$ cat src/rx_regmap_pkg.sv
`default_nettype none

package rx_regmap_pkg;

    typedef logic [3:0]  wb_addr_t;  // word address
    typedef logic [31:0] wb_data_t;

    localparam wb_addr_t ADDR_VERSION   = 4'd0;  // read version, write soft reset
    localparam wb_addr_t ADDR_RX_RESET  = 4'd1;  // receiver only
    localparam wb_addr_t ADDR_CTRL      = 4'd2;  // bit 1 invert, bit 0 reads ready
    localparam wb_addr_t ADDR_FIFO_SIZE = 4'd3;
    localparam wb_addr_t ADDR_DEC_ERR   = 4'd4;
    localparam wb_addr_t ADDR_LOST_ERR  = 4'd5;
    localparam wb_addr_t ADDR_FIFO_DATA = 4'd6;  // pops one word per read

    localparam wb_data_t RX_VERSION = 32'd2;

endpackage

`default_nettype wire

$ cat src/rx_types_pkg.sv
`default_nettype none

package rx_types_pkg;

    typedef logic [9:0]  symbol_t;     // one 8b10b code group, bit 9 is 'a' (first on the wire)
    typedef logic [7:0]  rx_byte_t;    // decoded byte, HGF EDCBA
    typedef logic [23:0] fe_word_t;    // three bytes, first one in [23:16]
    typedef logic [7:0]  err_cnt_t;    // saturates at 255
    typedef logic [15:0] fifo_level_t;

    // K28.5 comma, both running disparities
    localparam symbol_t COMMA_RD_NEG = 10'b0011111010;
    localparam symbol_t COMMA_RD_POS = 10'b1100000101;

    localparam int BYTES_PER_WORD = 3;
    localparam err_cnt_t ERR_CNT_MAX = 8'hFF;

endpackage

`default_nettype wire

$ cat src/fei4_rx_top.sv
`default_nettype none
`timescale 1ns/10ps

module fei4_rx_top
    import rx_types_pkg::*, rx_regmap_pkg::*;
#(
    parameter rx_byte_t DATA_IDENTIFIER = 8'h00,
    parameter int       FIFO_ADDR_BITS  = 4,
    parameter int       SYNC_COMMAS     = 4
) (
    input  wire           BUS_CLK,
    input  wire           RST,
    input  wire           wb_cyc,
    input  wire           wb_stb,
    input  wire           wb_we,
    input  wire wb_addr_t wb_adr,
    input  wire wb_data_t wb_dat_i,
    input  wire [3:0]     wb_sel,
    output wb_data_t      wb_dat_o,
    output logic          wb_ack,
    input  wire symbol_t  symbol,
    input  wire           symbol_valid,
    output logic          rx_ready,
    output logic          rx_decoder_err,
    output logic          rx_fifo_overflow_err,
    output logic          rx_fifo_full
);

    logic        rx_rst;
    logic        invert_rx_data;
    rx_byte_t    rx_byte;
    logic        byte_valid;
    logic        comma_seen;
    err_cnt_t    dec_err_cnt;
    fe_word_t    rd_data;
    logic        rd_en;
    logic        empty;
    fifo_level_t fill_level;
    err_cnt_t    lost_cnt;

    // decode
    rx_symbol_decoder #(
        .SYNC_COMMAS(SYNC_COMMAS)
    ) i_decoder (
        .BUS_CLK(BUS_CLK),
        .RST(RST),
        .rx_rst(rx_rst),
        .symbol(symbol),
        .symbol_valid(symbol_valid),
        .invert_rx_data(invert_rx_data),
        .rx_byte(rx_byte),
        .byte_valid(byte_valid),
        .comma_seen(comma_seen),
        .ready(rx_ready),
        .dec_err_cnt(dec_err_cnt)
    );

    // execute
    rx_word_fifo #(
        .FIFO_ADDR_BITS(FIFO_ADDR_BITS)
    ) i_fifo (
        .BUS_CLK(BUS_CLK),
        .RST(RST),
        .rx_rst(rx_rst),
        .rx_byte(rx_byte),
        .byte_valid(byte_valid),
        .comma_seen(comma_seen),
        .rd_en(rd_en),
        .rd_data(rd_data),
        .empty(empty),
        .full(rx_fifo_full),
        .fill_level(fill_level),
        .lost_cnt(lost_cnt)
    );

    // result
    rx_wb_regs #(
        .DATA_IDENTIFIER(DATA_IDENTIFIER)
    ) i_regs (
        .BUS_CLK(BUS_CLK),
        .RST(RST),
        .wb_cyc(wb_cyc),
        .wb_stb(wb_stb),
        .wb_we(wb_we),
        .wb_adr(wb_adr),
        .wb_dat_i(wb_dat_i),
        .wb_sel(wb_sel),
        .ready(rx_ready),
        .dec_err_cnt(dec_err_cnt),
        .rd_data(rd_data),
        .empty(empty),
        .fill_level(fill_level),
        .lost_cnt(lost_cnt),
        .wb_dat_o(wb_dat_o),
        .wb_ack(wb_ack),
        .rx_rst(rx_rst),
        .invert_rx_data(invert_rx_data),
        .rd_en(rd_en),
        .decoder_err(rx_decoder_err),
        .overflow_err(rx_fifo_overflow_err)
    );

endmodule

`default_nettype wire

$ cat src/rx_symbol_decoder.sv
`default_nettype none
`timescale 1ns/10ps

module rx_symbol_decoder
    import rx_types_pkg::*;
#(
    parameter int SYNC_COMMAS = 4
) (
    input  wire          BUS_CLK,
    input  wire          RST,
    input  wire          rx_rst,
    input  wire symbol_t symbol,
    input  wire          symbol_valid,
    input  wire          invert_rx_data,
    output rx_byte_t     rx_byte,
    output logic         byte_valid,
    output logic         comma_seen,
    output logic         ready,
    output err_cnt_t     dec_err_cnt
);

    localparam int CW = $clog2(SYNC_COMMAS + 1);
    localparam logic [CW-1:0] LAST_COMMA = CW'(SYNC_COMMAS - 1);

    typedef enum logic {HUNT, LOCKED} sync_state_t;

    sync_state_t   state;
    logic [CW-1:0] comma_cnt;
    symbol_t       sym;
    logic [5:0]    dec6;  // {ok, EDCBA}
    logic [3:0]    dec4;  // {ok, HGF}
    logic          is_comma;
    logic          data_ok;

    // abcdei -> EDCBA, both disparities
    function automatic logic [5:0] lookup_6b(input logic [5:0] abcdei);
        logic [5:0] r;
        case (abcdei)
            6'b100111, 6'b011000: r = {1'b1, 5'd0};
            6'b011101, 6'b100010: r = {1'b1, 5'd1};
            6'b101101, 6'b010010: r = {1'b1, 5'd2};
            6'b110001:            r = {1'b1, 5'd3};
            6'b110101, 6'b001010: r = {1'b1, 5'd4};
            6'b101001:            r = {1'b1, 5'd5};
            6'b011001:            r = {1'b1, 5'd6};
            6'b111000, 6'b000111: r = {1'b1, 5'd7};
            6'b111001, 6'b000110: r = {1'b1, 5'd8};
            6'b100101:            r = {1'b1, 5'd9};
            6'b010101:            r = {1'b1, 5'd10};
            6'b110100:            r = {1'b1, 5'd11};
            6'b001101:            r = {1'b1, 5'd12};
            6'b101100:            r = {1'b1, 5'd13};
            6'b011100:            r = {1'b1, 5'd14};
            6'b010111, 6'b101000: r = {1'b1, 5'd15};
            6'b011011, 6'b100100: r = {1'b1, 5'd16};
            6'b100011:            r = {1'b1, 5'd17};
            6'b010011:            r = {1'b1, 5'd18};
            6'b110010:            r = {1'b1, 5'd19};
            6'b001011:            r = {1'b1, 5'd20};
            6'b101010:            r = {1'b1, 5'd21};
            6'b011010:            r = {1'b1, 5'd22};
            6'b111010, 6'b000101: r = {1'b1, 5'd23};
            6'b110011, 6'b001100: r = {1'b1, 5'd24};
            6'b100110:            r = {1'b1, 5'd25};
            6'b010110:            r = {1'b1, 5'd26};
            6'b110110, 6'b001001: r = {1'b1, 5'd27};
            6'b001110:            r = {1'b1, 5'd28};
            6'b101110, 6'b010001: r = {1'b1, 5'd29};
            6'b011110, 6'b100001: r = {1'b1, 5'd30};
            6'b101011, 6'b010100: r = {1'b1, 5'd31};
            default:              r = 6'b0;  // K28 and illegal groups
        endcase
        return r;
    endfunction

    // fghj -> HGF, primary and alternate 7
    function automatic logic [3:0] lookup_4b(input logic [3:0] fghj);
        logic [3:0] r;
        case (fghj)
            4'b1011, 4'b0100:                   r = {1'b1, 3'd0};
            4'b1001:                            r = {1'b1, 3'd1};
            4'b0101:                            r = {1'b1, 3'd2};
            4'b1100, 4'b0011:                   r = {1'b1, 3'd3};
            4'b1101, 4'b0010:                   r = {1'b1, 3'd4};
            4'b1010:                            r = {1'b1, 3'd5};
            4'b0110:                            r = {1'b1, 3'd6};
            4'b1110, 4'b0001, 4'b0111, 4'b1000: r = {1'b1, 3'd7};
            default:                            r = 4'b0;
        endcase
        return r;
    endfunction

    assign sym      = invert_rx_data ? ~symbol : symbol;
    assign dec6     = lookup_6b(sym[9:4]);
    assign dec4     = lookup_4b(sym[3:0]);
    assign is_comma = (sym == COMMA_RD_NEG) || (sym == COMMA_RD_POS);
    assign data_ok  = dec6[5] && dec4[3];
    assign ready    = (state == LOCKED);

    always_ff @(posedge BUS_CLK) begin
        if (RST || rx_rst) begin
            state       <= HUNT;
            comma_cnt   <= '0;
            byte_valid  <= 1'b0;
            comma_seen  <= 1'b0;
            dec_err_cnt <= '0;
        end else begin
            byte_valid <= symbol_valid && ready && data_ok;
            comma_seen <= symbol_valid && ready && is_comma;
            if (symbol_valid) begin
                case (state)
                    HUNT: begin
                        if (!is_comma)
                            comma_cnt <= '0;  // must be consecutive
                        else if (comma_cnt == LAST_COMMA)
                            state <= LOCKED;
                        else
                            comma_cnt <= comma_cnt + 1'b1;
                    end
                    LOCKED: begin
                        if (!data_ok && !is_comma && dec_err_cnt != ERR_CNT_MAX)
                            dec_err_cnt <= dec_err_cnt + 1'b1;
                    end
                    default: state <= HUNT;
                endcase
            end
        end
    end

    always_ff @(posedge BUS_CLK) begin
        if (symbol_valid && data_ok)
            rx_byte <= {dec4[2:0], dec6[4:0]};
    end

    assert property (@(posedge BUS_CLK) disable iff (RST) !(byte_valid && comma_seen))
        else $error("byte_valid and comma_seen high together");

endmodule

`default_nettype wire

$ cat src/rx_wb_regs.sv
`default_nettype none
`timescale 1ns/10ps

module rx_wb_regs
    import rx_types_pkg::*, rx_regmap_pkg::*;
#(
    parameter rx_byte_t DATA_IDENTIFIER = 8'h00
) (
    input  wire              BUS_CLK,
    input  wire              RST,
    input  wire              wb_cyc,
    input  wire              wb_stb,
    input  wire              wb_we,
    input  wire wb_addr_t    wb_adr,
    input  wire wb_data_t    wb_dat_i,
    input  wire [3:0]        wb_sel,
    input  wire              ready,
    input  wire err_cnt_t    dec_err_cnt,
    input  wire fe_word_t    rd_data,
    input  wire              empty,
    input  wire fifo_level_t fill_level,
    input  wire err_cnt_t    lost_cnt,
    output wb_data_t         wb_dat_o,
    output logic             wb_ack,
    output logic             rx_rst,
    output logic             invert_rx_data,
    output logic             rd_en,
    output logic             decoder_err,
    output logic             overflow_err
);

    logic       req;
    logic       wr_req;
    logic       rd_req;
    logic [7:1] ctrl;  // bit 0 position reads back ready
    wb_data_t   rd_mux;

    // no new request while ack is out, stb is still high then
    assign req    = wb_cyc && wb_stb && !wb_ack;
    assign wr_req = req && wb_we;
    assign rd_req = req && !wb_we;

    // pop on the same edge that raises ack
    assign rd_en = rd_req && (wb_adr == ADDR_FIFO_DATA) && !empty;

    assign invert_rx_data = ctrl[1];
    assign decoder_err    = (dec_err_cnt != '0);
    assign overflow_err   = (lost_cnt != '0);

    always_comb begin
        case (wb_adr)
            ADDR_VERSION:   rd_mux = RX_VERSION;
            ADDR_CTRL:      rd_mux = {24'b0, ctrl, ready};
            ADDR_FIFO_SIZE: rd_mux = {16'b0, fill_level};
            ADDR_DEC_ERR:   rd_mux = {24'b0, dec_err_cnt};
            ADDR_LOST_ERR:  rd_mux = {24'b0, lost_cnt};
            ADDR_FIFO_DATA: rd_mux = {DATA_IDENTIFIER, empty ? 24'b0 : rd_data};
            default:        rd_mux = '0;
        endcase
    end

    always_ff @(posedge BUS_CLK) begin
        if (RST) begin
            wb_ack <= 1'b0;
            rx_rst <= 1'b0;
        end else begin
            wb_ack <= req;
            // soft reset and receiver reset both clear the datapath
            rx_rst <= wr_req && (wb_adr == ADDR_VERSION || wb_adr == ADDR_RX_RESET);
        end
    end

    always_ff @(posedge BUS_CLK) begin
        if (RST || (wr_req && wb_adr == ADDR_VERSION))
            ctrl <= '0;
        else if (wr_req && wb_adr == ADDR_CTRL && wb_sel[0])
            ctrl <= wb_dat_i[7:1];
    end

    always_ff @(posedge BUS_CLK) begin
        if (rd_req)
            wb_dat_o <= rd_mux;  // held through the ack cycle
    end

    assert property (@(posedge BUS_CLK) disable iff (RST) wb_ack |=> !wb_ack)
        else $error("wb_ack high for two cycles");

endmodule

`default_nettype wire

$ cat src/rx_word_fifo.sv
`default_nettype none
`timescale 1ns/10ps

module rx_word_fifo
    import rx_types_pkg::*;
#(
    parameter int FIFO_ADDR_BITS = 4
) (
    input  wire           BUS_CLK,
    input  wire           RST,
    input  wire           rx_rst,
    input  wire rx_byte_t rx_byte,
    input  wire           byte_valid,
    input  wire           comma_seen,
    input  wire           rd_en,
    output fe_word_t      rd_data,
    output logic          empty,
    output logic          full,
    output fifo_level_t   fill_level,
    output err_cnt_t      lost_cnt
);

    localparam int DEPTH = 2 ** FIFO_ADDR_BITS;
    localparam logic [1:0] LAST_POS = 2'(BYTES_PER_WORD - 1);

    fe_word_t                  mem [DEPTH];
    fe_word_t                  word_sr;  // packing shift register
    logic [1:0]                byte_pos;
    logic                      wr_pending;
    logic                      do_wr;
    logic [FIFO_ADDR_BITS-1:0] wr_ptr;
    logic [FIFO_ADDR_BITS-1:0] rd_ptr;

    assign full    = (fill_level == fifo_level_t'(DEPTH));
    assign empty   = (fill_level == '0);
    assign do_wr   = wr_pending && !full;
    assign rd_data = mem[rd_ptr];  // first word falls through

    always_ff @(posedge BUS_CLK) begin
        if (RST || rx_rst) begin
            byte_pos   <= '0;
            wr_pending <= 1'b0;
        end else begin
            wr_pending <= 1'b0;
            if (comma_seen) begin
                byte_pos <= '0;  // realign to the first byte
            end else if (byte_valid) begin
                if (byte_pos == LAST_POS) begin
                    byte_pos   <= '0;
                    wr_pending <= 1'b1;
                end else begin
                    byte_pos <= byte_pos + 1'b1;
                end
            end
        end
    end

    always_ff @(posedge BUS_CLK) begin
        if (byte_valid)
            word_sr <= {word_sr[15:0], rx_byte};
    end

    always_ff @(posedge BUS_CLK) begin
        if (RST || rx_rst) begin
            wr_ptr     <= '0;
            rd_ptr     <= '0;
            fill_level <= '0;
            lost_cnt   <= '0;
        end else begin
            if (do_wr)
                wr_ptr <= wr_ptr + 1'b1;
            if (rd_en)
                rd_ptr <= rd_ptr + 1'b1;
            if (do_wr && !rd_en)
                fill_level <= fill_level + 1'b1;
            else if (rd_en && !do_wr)
                fill_level <= fill_level - 1'b1;
            if (wr_pending && full && lost_cnt != ERR_CNT_MAX)
                lost_cnt <= lost_cnt + 1'b1;  // word dropped
        end
    end

    always_ff @(posedge BUS_CLK) begin
        if (do_wr)
            mem[wr_ptr] <= word_sr;
    end

    assert property (@(posedge BUS_CLK) disable iff (RST) rd_en |-> !empty)
        else $error("pop from empty word FIFO");

    assert property (@(posedge BUS_CLK) disable iff (RST)
                     fill_level <= fifo_level_t'(DEPTH))
        else $error("fill level above FIFO depth");

endmodule

`default_nettype wire

$ cat config.mk
export PLATFORM = sky130hd
export DESIGN_NAME = fei4_rx_top
export DESIGN_NICKNAME = d
export VERILOG_FILES = /design/src/rx_regmap_pkg.sv /design/src/rx_types_pkg.sv /design/src/fei4_rx_top.sv /design/src/rx_symbol_decoder.sv /design/src/rx_wb_regs.sv /design/src/rx_word_fifo.sv
export SDC_FILE = /design/constraint.sdc
export NUM_CORES = 1
export LEC_CHECK = 0
export BUFFER_PORTS_ARGS = -buffer_cell sky130_fd_sc_hd__buf_2
export CORE_AREA = 4 4 223 225
export CTS_BUF_LIST = sky130_fd_sc_hd__clkbuf_16
export DETAILED_ROUTE_END_ITERATION = 10
export DIE_AREA = 0 0 227 229
export SLEW_MARGIN = 20
export SYNTH_ARGS = -nofsm -noshare
export SYNTH_HDL_FRONTEND = slang
export SYNTH_SLANG_ARGS = --single-unit
$ cat constraint.sdc
create_clock -name BUS_CLK -period 8.9 [get_ports BUS_CLK]
set_input_delay 1.78 -clock BUS_CLK [delete_from_list [all_inputs] [get_ports BUS_CLK]]
set_output_delay 1.78 -clock BUS_CLK [all_outputs]
set_load 0.005 [all_outputs]
Word-level counts from Yosys, hierarchy flattened --
Memories as Yosys holds them, arrays and structs flattened. A register that Yosys moved wholly into a read port is not among the register bits. Index checks and enable logic that the tools add are counted.
Cells by class: add/sub/neg operators 8, equality and inequality tests 14, muxes and demuxes 16, bitwise logic cells 3, reduce and logical (&&, ||, !) cells 43
Operator list (count):
- 24-bit case mux with 6 select lines | 1
- 16-bit 2-to-1 mux | 2
- 24-bit 2-to-1 mux | 1
- 1-bit logical AND | 22
- 16-bit by 1-bit adder with 16-bit output, second input constant | 1
- 8-bit by 1-bit adder with 8-bit output, second input constant | 2
- 16-bit by 5-bit equality test with 1-bit output, second input constant | 1
- 16-bit logical NOT | 1
- 8-bit inequality test, second input constant | 2
- 8-bit nonzero test | 2
- 16-bit by 1-bit subtractor with 16-bit output, second input constant | 1
- 4-bit by 3-bit equality test with 1-bit output, second input constant | 3
- 10-bit equality test, second input constant | 1
- 10-bit by 8-bit equality test with 1-bit output, second input constant | 1
- 10-bit 2-to-1 mux | 1
- 10-bit inverter | 1
- 4-bit by 1-bit adder with 4-bit output, second input constant | 2
- 4-bit by 2-bit equality test with 1-bit output, second input constant | 2
- 1-bit logical NOT | 8
- 4-bit 2-to-1 mux | 2
- 1-bit 2-to-1 mux | 6
- 3-bit 2-to-1 mux | 2
- 3-bit AND reduction | 2
- 4-bit by 1-bit equality test with 1-bit output, second input constant | 1
- other kinds (12) | 16
Storage, ports and cells: bits in registers 122, bits in writable memories 384, ROM bits 448, output and inout bits 37, logic and storage cells 104, memories 3
Memories:
- (no name shown) | words 64, bits a word 6, read ports 1, clocked after Yosys merged registers in 0, wr ports 0, line rx_symbol_decoder.sv:38 | case (abcdei)
- i_fifo.mem | words 16, bits a word 24, read ports 1, clocked after Yosys merged registers in 1, wr ports 1, line rx_word_fifo.sv:26 | fe_word_t mem [DEPTH];
- (no name shown) | words 16, bits a word 4, read ports 1, clocked after Yosys merged registers in 0, wr ports 0, line rx_symbol_decoder.sv:79 | case (fghj)

Longest topological paths before layout --
word-level depth 8, depth in mapped cells 14

Modules after synthesis --
A second synthesis with hierarchy kept.
Second synthesis, totals: cells, all modules 1281, area total of the unflattened synthesis 21450.6 um2
By module, submodules not included:
- rx_word_fifo | instances 1, cells an instance 847, area an instance 17519.3 um2
- rx_symbol_decoder | instances 1, cells an instance 285, area an instance 2263.4 um2
- rx_wb_regs | instances 1, cells an instance 149, area an instance 1667.8 um2

Least setup slack after synthesis --
OpenSTA, ideal clock, no wires.
kind input -> register, start point input port wb_stb, end point register i_fifo.fill_level[15], arrival time 6.000 ns, required time 8.828 ns, setup slack 2.829 ns, stages 12, path buffers 0, cell sequence nand3b_1 > nor2_1 > nand3_1 > ha_1 > inv_1 > ha_1 > a211oi_1 > o21ai_0 > a211oi_1 > o21ai_0 > o41ai_1 > mux2i_1
Between the ends: word-level cells in the longest chain between the ends 8, elaborated cells between the ends (all ways) 10, classes of those cells 1 x mux; 9 x reduce/logical
RTL lines:
- from (decl) | line fei4_rx_top.sv:14 | input wire wb_stb,
- 1-bit logical AND * (2 in a row) | line rx_wb_regs.sv:39 | assign req = wb_cyc && wb_stb && !wb_ack;
- 1-bit logical AND * | line rx_wb_regs.sv:41 | assign rd_req = req && !wb_we;
- net i_regs.rd_req | line rx_wb_regs.sv:34 | logic rd_req;
- 1-bit logical AND * (2 in a row) | line rx_wb_regs.sv:44 | assign rd_en = rd_req && (wb_adr == ADDR_FIFO_DATA) && !empty;
- 1-bit logical NOT | line rx_word_fifo.sv:74 | if (do_wr && !rd_en)
- 1-bit logical AND | line rx_word_fifo.sv:74
- 16-bit 2-to-1 mux / 2-bit nonzero test (equally long branches)
- to (signal assigned) | line rx_word_fifo.sv:75 | fill_level <= fill_level + 1'b1;
- to (signal assigned) | line rx_word_fifo.sv:77 | fill_level <= fill_level - 1'b1;
- to (decl) | line rx_word_fifo.sv:19 | output fifo_level_t fill_level,
Mark *: on every way through the listed nets, which the timed path passes. The rest lies on a longest branch. A chain may end at the register's enable or synchronous reset.

Worst setup path after layout --
start point input port wb_adr[0], end point register i_fifo.fill_level[15]
Between the ends: word-level cells in the longest chain between the ends 6, elaborated cells between the ends (all ways) 8, classes of those cells 1 x eq/ne; 1 x mux; 6 x reduce/logical
RTL lines:
- from (decl) | line fei4_rx_top.sv:16 | input wire wb_addr_t wb_adr,
- 4-bit by 3-bit equality test with 1-bit output * | line rx_wb_regs.sv:44
- 1-bit logical AND * (2 in a row) | line rx_wb_regs.sv:44
- 1-bit logical NOT | line rx_word_fifo.sv:74
- 1-bit logical AND | line rx_word_fifo.sv:74
- 16-bit 2-to-1 mux / 2-bit nonzero test (equally long branches)
Mark *: on every way between the ends. The rest lies on a longest branch, timed or not.

==> metrics.csv <==
stage,metric,value,unit
placed_design,dpl cell area,0.02224,sq mm
grt,initial antenna violation count,0,
cells_and_area,ant diodes,0,
timing,final period utilization,62.44,%
min_path,Hold Crit Depth,0,
cells_and_area,"most common cell after layout, fill and taps aside",edfxtp_1,
cells_and_area,Syn-to-layout area delta,12.40,%
power_and_ir_drop,pwr dens,195.3,mW/mm^2
grt,global-route wire length before repair,70720,um
worst_setup_path,FF-to-FF setup slack,4.15,ns
worst_setup_path,cell family with most CP delay,compound AO/OA/AOI/OAI gates,
worst_setup_path,crit path DAT,6.06,ns
placed_design,dpl cells,1890,
power_and_ir_drop,total power,4.660,mW
worst_setup_path,CP Max Fanout,18,
logic_synthesis,Syn Area/Cell,16.70,sq um
cells_and_area,layout cells sized above 1,21.96,%
cells_and_area,Layout Nets,1425,
cts,H-tree Lvls,2,
cells_and_area,Filler cells,3843,
power_and_ir_drop,Net Sw Frac,19.92,%
power_and_ir_drop,Clk pwr share,43.8,%
routing,DRT Wirelength,46440,um
worst_setup_path,reg2reg start,i_fifo.fill_level[10],
floorplanning,die width,227,um
placed_design,port bufs,56,
routing,DR iter-0 viols,1122,
grt,vias in the first global route,11390,
worst_setup_path,startpoint types,input port,
floorplanning,number of cell rows,80,
floorplanning,core area,0.04755,sq mm
placed_design,hpwl dp,26280,um
routing,Vias,11560,
cts,clock sink count,502,
timing,Final Max Slew Viols,0,
cts,setup bufs post-CTS,0,
logic_synthesis,post-synth top area share,62.23,%
grt,GRT overflow,0,
worst_setup_path,WP data required,9.40,ns
logic_synthesis,sequential fraction of the synthesis area,68.08,%
worst_setup_path,crit path max-delay cell type,o41ai_1,
floorplanning,IO Pins,93,
run_status,outcome,finished clean,
cts,TritonCTS clock tree,yes,
min_path,worst min path class,reg -> reg,
cells_and_area,fin area,0.02386,sq mm
cells_and_area,register area,0.01446,sq mm
timing,min Tclk post-route,5.557,ns
logic_synthesis,Yosys warnings,0,
min_path,Worst Hold Launch,i_decoder.rx_byte[5],
worst_setup_path,crit path from,wb_adr[0],
logic_synthesis,Unique masters post-synth,72,
grt,GRT Util Overall,17.84,%
cts,worst skew pair latency,0.57,ns
timing,Fin Clk Skew,0.01557,ns
worst_setup_path,crit path kind,in -> reg,
timing,final setup vio count,0,
logic_synthesis,cell area after synthesis,0.02123,sq mm
cells_and_area,Finished Layout Cells,1981,
logic_synthesis,synthesized instance count,1271,
power_and_ir_drop,Int Pwr,3.731,mW
cts,post_cts resized,0,
power_and_ir_drop,share of power burned in registers,54.4,%
cells_and_area,multi-input logic area,0.006430,sq mm
floorplanning,Die Y,229,um
timing,RSZ-0062 raised after global routing,false,
worst_setup_path,critical path cell sequence,buf_2 -> nor4bb_4 -> buf_4 -> nand3_1 -> ha_1 -> inv_1 -> ha_1 -> a211oi_1 -> o21ai_0 -> a211oi_1 -> o21ai_0 -> o41ai_1 -> mux2i_1,
worst_setup_path,critical path's largest stage delay,0.55,ns
timing,Slew HR,26.15,%
timing,"Hold Vio Cnt, Final",0,
floorplanning,Initial Utilization,44.65,%
timing,worst setup margin,3.343,ns
power_and_ir_drop,NetSw,0.9283,mW
cts,post-cts hold buffer count,0,
routing,Pre-Repair DR Iteration Count,5,
placed_design,pre-CTS setup slack,2.794,ns
power_and_ir_drop,Comb pwr share,1.9,%
logic_synthesis,ys flop type,edfxtp_1,
power_and_ir_drop,Leakage,7.737,nW
cells_and_area,most frequent cells in the layout,"edfxtp_1, mux4_2, dfxtp_1, buf_2, nor2_1",
run,Max Cap Viol,0,
cts,clock buffer depth,3,
routing,DRT antenna net count,0,
worst_setup_path,Worst Path Buf+Inv,3,
cts,Clock Pin Slew Worst Setup and Hold Paths,0.06,ns
cts,Num CTS Buffers,50,
placed_design,RD Place Congestion,0.8359,
logic_synthesis,number of synthesized register bits,502,
logic_synthesis,top area cells in the synthesized netlist,"edfxtp_1, mux4_2, dfxtp_1, ha_1, a21oi_1",
worst_setup_path,CP endpoint kind,flip-flop,
min_path,Hold Crit Endpoint,i_fifo.word_sr[5],
logic_synthesis,"EDFF count, synth",440,
worst_setup_path,r2r endpoint,i_fifo.fill_level[15],
timing,Setup TNS Final,0,ns
routing,DRC,0,
timing,Max Freq,0.1799,GHz
logic_synthesis,"Async S/R FF share, synth",0,%
routing,drt via density,5.835,
grt,largest net degree at the start of global routing,65,
cts,CTS Root Cell,clkbuf_16,
power_and_ir_drop,VDD IR max,0.0001162,V
timing,Worst Max-Slew Pin Slew,1.105,ns
logic_synthesis,"area leader, netlist",edfxtp_1,
floorplanning,die area,0.05198,sq mm
routing,per-cell routed wire length,23.44,um
worst_setup_path,R2R depth,12,
cell type report:
cell class                      instances  share of cell area (%)
Clock buffer                           50                   5.243
Tap cell                              615                   3.225
Multi-Input combinational cell        659                   26.95
Inverter                               38                  0.5977
Timing Repair Buffer                   78                   1.971
Clock inverter                         39                   1.410
Sequential cell                       502                   60.61
power by group through the flow:
| stage | logic, mW | clock network, mW | registers [mW] |
|---|---|---|---|
| floorplan | 0.0630 | 0 | 2.58 |
| global placement | 0.0849 | 0 | 2.58 |
| detailed placement | 0.0864 | 0 | 2.58 |
| CTS | 0.0869 | 2.08 | 2.53 |
| global route | 0.0965 | 2.18 | 2.53 |
| finish | 0.0865 | 2.04 | 2.53 |
how the worst max path moves through the flow:
stage,to,slack (ns),cells after the start
floorplan,i_fifo.fill_level[15],2.83,12
global placement,i_fifo.fill_level[15],2.81,13
detailed placement,i_fifo.fill_level[15],2.79,14
CTS,i_fifo.fill_level[15],3.39,13
global route,i_fifo.fill_level[15],3.03,14
finish,i_fifo.fill_level[15],3.34,13
metrics by stage:
| stage | utilization (%) | hold WS, ns |
|---|---|---|
| 2_1_floorplan | - | 0.4003 |
| 3_3_place_gp | 46.77 | 0.4004 |
| 3_5_place_dp | 46.77 | 0.4045 |
| 4_1_cts | 50.11 | 0.4180 |
| 5_1_grt | 50.19 | 0.4350 |
| 6_report | 50.19 | 0.4184 |
cells by family after synthesis:
family | Yosys count | share of synthesized area [%]
flops | 502 | 68.08
buf+inv | 117 | 2.357
fa+ha+maj | 44 | 2.593
compound gates | 190 | 6.129
simple gates | 254 | 6.247
other cells | 1 | 0.01766
xor+xnor | 31 | 1.279
mux | 132 | 13.30
synthesized netlist by cell type (all sizes together) (6+ instances only):
cell type / instances
a211oi: 6
a21o: 8
a21oi: 49
a221oi: 6
a222oi: 7
a22o: 8
a32o: 8
and2: 6
and3: 22
buf: 30
clkbuf: 49
dfxtp: 62
edfxtp: 440
ha: 39
inv: 38
mux2i: 12
mux4: 120
nand2: 44
nand2b: 7
nand3: 21
nand4: 12
nor2: 65
nor2b: 7
nor3: 23
nor4b: 6
o211ai: 6
o21ai: 42
o31ai: 7
or2: 6
or3: 10
xnor2: 10
xor2: 21
worst reg2reg max path, stage by stage (launching register included):
cell and delay, ns:
dfxtp_1 0.36, nor4_1 0.48, nand4_1 0.33, and2_1 0.38, ha_1 0.31, inv_1 0.46
ha_1 0.36, a211oi_1 0.28, o21ai_0 0.19, a211oi_1 0.44, o21ai_0 0.29, o41ai_1 0.55
mux2i_1 0.24
state kept, by name, summed over array words and instances (netlist names), named ones only:
name                   cells
i_fifo.wr_pending          1
i_fifo.rd_ptr              4
i_fifo.wr_ptr              4
i_regs.wb_ack              1
i_decoder.comma_seen       1
i_decoder.rx_byte          8
i_decoder.byte_valid       1
i_fifo.fill_level         16
i_decoder.comma_cnt        3
i_regs.wb_dat_o           24
i_fifo.word_sr            24
i_decoder.ready            1
i_fifo.mem               384
i_fifo.lost_cnt            8
i_regs.rx_rst              1
i_decoder.dec_err_cnt      8
i_fifo.byte_pos            2
i_regs.ctrl                7
layer usage:
metal	vias up	track usage (%)	share of wire, %
met5	-	0	0
met1	6007	26.08	45
met2	279	28.96	49
met4	0	3.707	1.5
met3	58	2.612	4.9
li1	5216	-	-
(Power assumes the default switching activity.)
